==> src/logic/ext_bus_pkg.sv <==
`default_nettype none

package ext_bus_pkg;

	// cartridge side memory map.
	localparam logic [15:0] VRAM_BASE   = 16'h8000;
	localparam logic [15:0] EXTRAM_BASE = 16'hA000;
	localparam logic [15:0] HIGH_BASE   = 16'hFE00;

	localparam int ADDR_SETUP_CYCLES = 1;	// address before strobe.
	localparam int STROBE_CYCLES     = 2;	// rd_n / wr_n low time.
	localparam int SEQ_CNT_W         = 2;	// wide enough for both phases.

	localparam logic [7:0] OPEN_BUS_DATA = 8'hFF;	// nothing drives the bus.

	typedef enum logic [1:0] {
		REGION_ROM    = 2'd0,
		REGION_VRAM   = 2'd1,
		REGION_EXTRAM = 2'd2,
		REGION_HIGH   = 2'd3
	} region_e;

	typedef struct packed {
		logic [15:0] addr;
		logic [7:0]  wdata;
		logic        write;
	} bus_req_t;

	typedef struct packed {
		region_e region;
		logic    external;	// goes out on the cartridge pins.
		logic    chip_sel;	// cartridge ram select.
	} addr_info_t;

	typedef struct packed {
		logic [15:0] addr;
		logic [7:0]  wdata;
		logic        data_oe;
		logic        rd_n;
		logic        wr_n;
		logic        cs_n;
	} pin_bus_t;

endpackage

`default_nettype wire
==> src/logic/ext_bus.sv <==
`timescale 1ns/100ps
`default_nettype none

module ext_bus (
	input  wire logic                  clk,
	input  wire logic                  arst_n,
	input  wire logic                  cpu_req,
	input  wire ext_bus_pkg::bus_req_t cpu_cmd,
	output logic                       cpu_ack,
	input  wire logic                  dma_req,
	input  wire logic [15:0]           dma_addr,
	output logic                       dma_ack,
	output logic [7:0]                 rdata,
	input  wire logic [7:0]            pin_rdata,
	output ext_bus_pkg::pin_bus_t      pins
);

	import ext_bus_pkg::*;

	addr_info_t  info;
	logic        sel_dma;
	logic        capture;
	logic        active;
	logic        rd_phase;
	logic        wr_phase;
	logic        rd_n;
	logic        wr_n;
	logic        cs_n;
	logic        data_oe;
	logic [15:0] held_addr;
	logic [15:0] pin_addr;
	logic [7:0]  pin_wdata;

	ext_bus_seq seq_i (
		.clk       (clk),
		.arst_n    (arst_n),
		.cpu_req   (cpu_req),
		.cpu_write (cpu_cmd.write),
		.dma_req   (dma_req),
		.info      (info),
		.cpu_ack   (cpu_ack),
		.dma_ack   (dma_ack),
		.sel_dma   (sel_dma),
		.capture   (capture),
		.active    (active),
		.rd_phase  (rd_phase),
		.wr_phase  (wr_phase),
		.rd_n      (rd_n),
		.wr_n      (wr_n),
		.cs_n      (cs_n)
	);

	ext_addr_latch latch_i (
		.clk       (clk),
		.arst_n    (arst_n),
		.cpu_addr  (cpu_cmd.addr),
		.dma_addr  (dma_addr),
		.sel_dma   (sel_dma),
		.capture   (capture),
		.active    (active),
		.info      (info),
		.held_addr (held_addr),
		.pin_addr  (pin_addr)
	);

	ext_addr_decode decode_i (
		.addr (held_addr),
		.info (info)
	);

	ext_data_port data_i (
		.clk       (clk),
		.arst_n    (arst_n),
		.wdata     (cpu_cmd.wdata),
		.pin_rdata (pin_rdata),
		.rd_phase  (rd_phase),
		.wr_phase  (wr_phase),
		.external  (info.external),
		.pin_wdata (pin_wdata),
		.data_oe   (data_oe),
		.rdata     (rdata)
	);

	assign pins.addr    = pin_addr;
	assign pins.wdata   = pin_wdata;
	assign pins.data_oe = data_oe;
	assign pins.rd_n    = rd_n;
	assign pins.wr_n    = wr_n;
	assign pins.cs_n    = cs_n;

endmodule

`default_nettype wire

==> src/logic/ext_bus_seq.sv <==
`timescale 1ns/100ps
`default_nettype none

module ext_bus_seq (
	input  wire logic                    clk,
	input  wire logic                    arst_n,
	input  wire logic                    cpu_req,
	input  wire logic                    cpu_write,
	input  wire logic                    dma_req,
	input  wire ext_bus_pkg::addr_info_t info,
	output logic                         cpu_ack,
	output logic                         dma_ack,
	output logic                         sel_dma,
	output logic                         capture,
	output logic                         active,
	output logic                         rd_phase,
	output logic                         wr_phase,
	output logic                         rd_n,
	output logic                         wr_n,
	output logic                         cs_n
);

	import ext_bus_pkg::*;

	typedef enum logic [2:0] {
		IDLE,
		SETUP,
		STROBE,
		DONE,
		RELEASE
	} state_e;

	state_e               state;
	state_e               state_nxt;
	logic [SEQ_CNT_W-1:0] cnt;
	logic                 grant_dma;	// owner of the transfer.
	logic                 write_q;
	logic                 owner_req;
	logic                 setup_end;
	logic                 strobe_end;
	logic                 acking;

	assign owner_req  = grant_dma ? dma_req : cpu_req;
	assign setup_end  = (cnt == SEQ_CNT_W'(ADDR_SETUP_CYCLES - 1));
	assign strobe_end = (cnt == SEQ_CNT_W'(STROBE_CYCLES - 1));

	always_comb begin
		state_nxt = state;
		case (state)
			IDLE: begin
				if (dma_req || cpu_req) begin
					state_nxt = SETUP;
				end
			end
			SETUP: begin
				if (setup_end) begin
					state_nxt = info.external ? STROBE : DONE;	// internal regions skip the pins.
				end
			end
			STROBE: begin
				if (strobe_end) begin
					state_nxt = DONE;
				end
			end
			DONE, RELEASE: begin
				state_nxt = owner_req ? RELEASE : IDLE;
			end
			default: state_nxt = IDLE;
		endcase
	end

	always_ff @(posedge clk or negedge arst_n) begin
		if (!arst_n) begin
			state     <= IDLE;
			cnt       <= '0;
			grant_dma <= 1'b0;
			write_q   <= 1'b0;
		end else begin
			state <= state_nxt;
			if (state_nxt != state || !active) begin
				cnt <= '0;
			end else begin
				cnt <= cnt + 1'b1;
			end
			if (capture) begin
				grant_dma <= dma_req;	// dma wins a tie.
				write_q   <= !dma_req && cpu_write;
			end
		end
	end

	assign capture = (state == IDLE) && (dma_req || cpu_req);
	assign sel_dma = (state == IDLE) ? dma_req : grant_dma;
	assign active  = (state == SETUP) || (state == STROBE);
	assign acking  = (state == DONE) || (state == RELEASE);

	assign cpu_ack = acking && !grant_dma;
	assign dma_ack = acking && grant_dma;

	// internal reads still pass a read phase so open bus data gets loaded.
	assign rd_phase = !write_q && ((state == STROBE) || (state == SETUP && !info.external));
	assign wr_phase = write_q && (state == STROBE);

	assign rd_n = !((state == STROBE) && !write_q);
	assign wr_n = !wr_phase;
	assign cs_n = !(active && info.chip_sel);

	a_cpu_ack_req: assert property (
		@(posedge clk) disable iff (!arst_n)
		$rose(cpu_ack) |-> $past(cpu_req)
	);

	a_dma_ack_req: assert property (
		@(posedge clk) disable iff (!arst_n)
		$rose(dma_ack) |-> $past(dma_req)
	);

	a_ack_excl: assert property (
		@(posedge clk) disable iff (!arst_n)
		!(cpu_ack && dma_ack)
	);

	a_strobe_excl: assert property (
		@(posedge clk) disable iff (!arst_n)
		!(!rd_n && !wr_n)
	);

endmodule

`default_nettype wire

==> src/logic/ext_data_port.sv <==
`timescale 1ns/100ps
`default_nettype none

module ext_data_port (
	input  wire logic       clk,
	input  wire logic       arst_n,
	input  wire logic [7:0] wdata,
	input  wire logic [7:0] pin_rdata,
	input  wire logic       rd_phase,
	input  wire logic       wr_phase,
	input  wire logic       external,
	output logic [7:0]      pin_wdata,
	output logic            data_oe,
	output logic [7:0]      rdata
);

	import ext_bus_pkg::*;

	logic [7:0] rd_sample;

	// follow the requester until the write strobe, then hold.
	always_ff @(posedge clk) begin
		if (!wr_phase) begin
			pin_wdata <= wdata;
		end
	end

	assign data_oe = wr_phase;	// drivers on only under wr_n.

	assign rd_sample = external ? pin_rdata : OPEN_BUS_DATA;

	// last sample is taken on the edge that ends rd_phase.
	always_ff @(posedge clk or negedge arst_n) begin
		if (!arst_n) begin
			rdata <= OPEN_BUS_DATA;
		end else if (rd_phase) begin
			rdata <= rd_sample;
		end
	end

	a_phase_excl: assert property (
		@(posedge clk) disable iff (!arst_n)
		!(rd_phase && wr_phase)
	);

endmodule

`default_nettype wire

==> src/logic/ext_addr_latch.sv <==
`timescale 1ns/100ps
`default_nettype none

module ext_addr_latch (
	input  wire logic                    clk,
	input  wire logic                    arst_n,
	input  wire logic [15:0]             cpu_addr,
	input  wire logic [15:0]             dma_addr,
	input  wire logic                    sel_dma,
	input  wire logic                    capture,
	input  wire logic                    active,
	input  wire ext_bus_pkg::addr_info_t info,
	output logic [15:0]                  held_addr,
	output logic [15:0]                  pin_addr
);

	import ext_bus_pkg::*;

	logic [15:0] src_addr;
	logic        rom_cycle;

	assign src_addr = sel_dma ? dma_addr : cpu_addr;

	// the bus keeps the last address until the next transfer.
	always_ff @(posedge clk or negedge arst_n) begin
		if (!arst_n) begin
			held_addr <= '0;
		end else if (capture) begin
			held_addr <= src_addr;
		end
	end

	assign rom_cycle = active && (info.region == REGION_ROM);

	// a15 doubles as the rom select, so it only drops during a rom access.
	assign pin_addr[15]   = held_addr[15] | ~rom_cycle;
	assign pin_addr[14:0] = held_addr[14:0];

	a_capture_idle: assert property (
		@(posedge clk) disable iff (!arst_n)
		$rose(capture) |-> !active
	);

endmodule

`default_nettype wire

==> src/logic/ext_addr_decode.sv <==
`timescale 1ns/100ps
`default_nettype none

module ext_addr_decode (
	input  wire logic [15:0]             addr,
	output ext_bus_pkg::addr_info_t      info
);

	import ext_bus_pkg::*;

	region_e region;
	logic    external;
	logic    chip_sel;

	always_comb begin
		if (addr < VRAM_BASE) begin
			region = REGION_ROM;
		end else if (addr < EXTRAM_BASE) begin
			region = REGION_VRAM;	// video ram has its own bus.
		end else if (addr < HIGH_BASE) begin
			region = REGION_EXTRAM;	// echo area decodes here too.
		end else begin
			region = REGION_HIGH;
		end
	end

	assign external = (region == REGION_ROM) || (region == REGION_EXTRAM);
	assign chip_sel = (region == REGION_EXTRAM);

	assign info.region   = region;
	assign info.external = external;
	assign info.chip_sel = chip_sel;

endmodule

`default_nettype wire

==> config.mk <==
export PLATFORM = sky130hd
export DESIGN_NAME = ext_bus
export DESIGN_NICKNAME = d
export VERILOG_FILES = /design/src/logic/ext_bus_pkg.sv /design/src/logic/ext_bus.sv /design/src/logic/ext_bus_seq.sv /design/src/logic/ext_data_port.sv /design/src/logic/ext_addr_latch.sv /design/src/logic/ext_addr_decode.sv
export SDC_FILE = /design/constraint.sdc
export NUM_CORES = 1
export LEC_CHECK = 0
export BUFFER_PORTS_ARGS = -buffer_cell sky130_fd_sc_hd__buf_2
export CORE_ASPECT_RATIO = 2
export CORE_MARGIN = 5
export CORE_UTILIZATION = 40
export CTS_BUF_LIST = sky130_fd_sc_hd__clkbuf_8
export CTS_CLUSTER_DIAMETER = 120
export CTS_CLUSTER_SIZE = 20
export DETAILED_ROUTE_END_ITERATION = 8
export PLACE_DENSITY = 0.73
export SLEW_MARGIN = 10
export SYNTH_ARGS = -nofsm -noshare
export SYNTH_HDL_FRONTEND = slang
export SYNTH_HIERARCHICAL = 1
export SYNTH_SLANG_ARGS = --single-unit
==> constraint.sdc <==
create_clock -name clk -period 5.1 [get_ports clk]
set_clock_uncertainty 0.1 [all_clocks]
set_input_delay 0.765 -clock clk [delete_from_list [all_inputs] [get_ports clk]]
set_output_delay 0.765 -clock clk [all_outputs]
set_load 0.01 [all_outputs]
==> results.yml <==
finish:
  final_cell_area_um2: 2429
  num_antenna_cells: 0
  final_layout_size_suffix_gt1_share_pct: 46.48
  stdcell_count: 313
  area.growth.synth_to_final_pct: 19.01
  fin_util_pct: 49.46
  final_nets: 310
grt:
  gr-total-overflow: 0
  track_usage_pct: 13.60
  grt_max_degree: 34
  grt_pass1_wl_um: 7065
  grt_antenna_before_repair: 0
  grt_pass1_vias: 1571
critical_path:
  r2r_cells: 6
  worstSetupStartpoint: "latch_i/held_addr[13]"
  critPathMaxStageDelay_ns: 0.51
  worstSetupStartpointType: "flip-flop"
  worst-path-max-fanout: 5
  critPathRequiredTime_ns: 4.24
  r2r-start: "latch_i/held_addr[13]"
  endpoint_kind: "primary output"
  path_class: "flip-flop to primary output"
  cp_data_arrival_time_ns: 1.80
  path_cells: "and4_4 -> a41o_1 -> or4b_1 -> buf_2"
  slowest_stage: "or4b_1"
synth:
  async_flop_share_pct: 79.49
  synth.top_cells.by_count: "nor2_1, dfrtp_1, buf_4"
  synth_top_cell_area_share_pct: 28.20
  synthFlopType: "dfrtp_1"
  yosysSeqAreaShare_pct: 50.28
  synth_most_common_cell: "nor2_1"
  yosys.area.top_type: "dfrtp_1"
  synth_fp_nets: 244
  synth-edff-count: 8
  post_synth_num_cell_types: 40
  synth_area_leaders: "dfrtp_1, edfxtp_1, dfstp_2"
  syn_area_um2: 2041
  netlist_instances: 189
  post_synth.cell_area_avg_um2: 10.80
  ys_seq_elements: 39
  yosys_warnings: 6
placed_design:
  placed_area_um2: 2316
  dp_slack_ns: 2.584
  hpwl_um: 3447
  place.gp.congestion: 0.7426
  placedCellCount: 305
  io_buffers: 90
die:
  dieArea_um2: 6717
  initial_core_util_pct: 41.56
  core_area_um2: 4910
  die_h_um: 111.0
  rows: 36
  ios: 91
  fp.dieW_um: 60.51
cts:
  clockRootBuffer: "clkbuf_8"
  hold_buffers: 0
  clk_pin_slew_ns: 0.08
  cts_tree: "built"
  h-tree-depth: 2
  cts_setup_buffers: 0
  clock_sinks: 39
  post_cts_resized: 0
  worstSkewPairLatency_ns: 0.30
  cts_inserted_buffers: 5
  clockBufferDepth: 2
sta:
  setup_violations: 0
  setup_tns_ns: 0
  tightest_slew_ns: 0.9953
  max_slew_margin_pct: 33.65
  hold_slack_ns: 0.3749
  fin_crit_sh_pct: 52.28
  maxClockFrequency_mhz: 375.1
  rsz0062_at_grt: "no"
  drv_slew: 0
  min_period_ns: 2.666
  hold_viol: 0
  final.setup.worst_slack_ns: 2.434
power_and_ir_drop:
  peakVddDrop_v: 0.0003149
  power-per-cell-area_nw_per_um2: 615.6
  power.leakage_nw: 1.206
  finalPower_mw: 1.495
routing:
  ant_nets: 0
  viasPerCell: 4.978
  dr_total_vias: 1558
  drt-total-wl_um: 4268
  drc_errors: 0
  dr.pass1.iters: 4
  wl_per_cell_um: 13.64
  drt-initial-drc-count: 11
job:
  cap_violations: 0
run_status:
  outcome: "complete, no violations"
min_path:
  holdCritPathClass: "flip-flop to flip-flop"
  worstHoldStart: "seq_i/cnt[0]"
  min_path_cells: 1
path summary, 6_finish.rpt:
kind | to | slack, ns
max in group asynchronous | latch_i/held_addr[13] | 4.06
hold / removal | seq_i/cnt[0] | 0.37
min in group asynchronous | latch_i/held_addr[3] | 0.40
hold reg to reg | seq_i/cnt[0] | 0.37
setup / recovery | pins[27] | 2.43
setup reg to reg | data_i/rdata[5] | 2.58
cells in the final DEF (no fill, tap or decap), types with 2 or more instances in the layout:
| cell type | count |
|---|---|
| o21a_1 | 2 |
| clkbuf_8 | 5 |
| dfrtp_1 | 23 |
| a21oi_1 | 19 |
| nand2b_4 | 2 |
| a31oi_1 | 9 |
| buf_2 | 90 |
| dfstp_2 | 8 |
| edfxtp_1 | 8 |
| nor2_1 | 24 |
| nor2_2 | 2 |
| inv_1 | 13 |
| nor2b_1 | 2 |
| ha_1 | 2 |
| nand2_1 | 5 |
| mux2i_1 | 17 |
state kept, by name (all words and copies together), names as in the netlist:
| register | flops |
|---|---|
| seq_i/state | 3 |
| seq_i/cnt | 2 |
| latch_i/held_addr | 16 |
| seq_i/grant_dma | 1 |
| data_i/pin_wdata | 8 |
| data_i/rdata | 8 |
| seq_i/write_q | 1 |
routing by layer:
layer / track usage (%) / routed length [um]
met5: 0 / 0
met4: 5.789 / 110
met3: 4.429 / 418
met2: 24.71 / 2353
met1: 13.17 / 1387
layout make-up:
class	instances	area, um2
Clock buffer	5	68.82
Clock inverter	3	43.79
Fill cell	467	2481
Inverter	14	52.55
Multi-Input combinational cell	105	715.7
Sequential cell	39	1026
Tap cell	57	71.32
Timing Repair Buffer	90	450.4
critical path: cells and delay by family (launching register included):
family	cells	cell delay (ns)
AND/OR/NAND/NOR	2	0.70
buffers and inverters	1	0.16
flip-flops	1	0.42
AO/OA/AOI/OAI	1	0.23
cell families after synthesis:
logic type	Yosys count	synth area share [%]
simple gates	46	12.94
buf+inv	45	14.90
compound gates	39	11.77
flops	39	50.28
mux	18	8.890
fa+ha+maj	2	1.226
power by group:
| group | internal, mW | switching [mW] |
|---|---|---|
| Combinational | 0.302 | 0.364 |
| Sequential | 0.468 | 0.104 |
| Clock | 0.146 | 0.112 |
| Total | 0.915 | 0.580 |
Power figures use the tool's default switching activity.
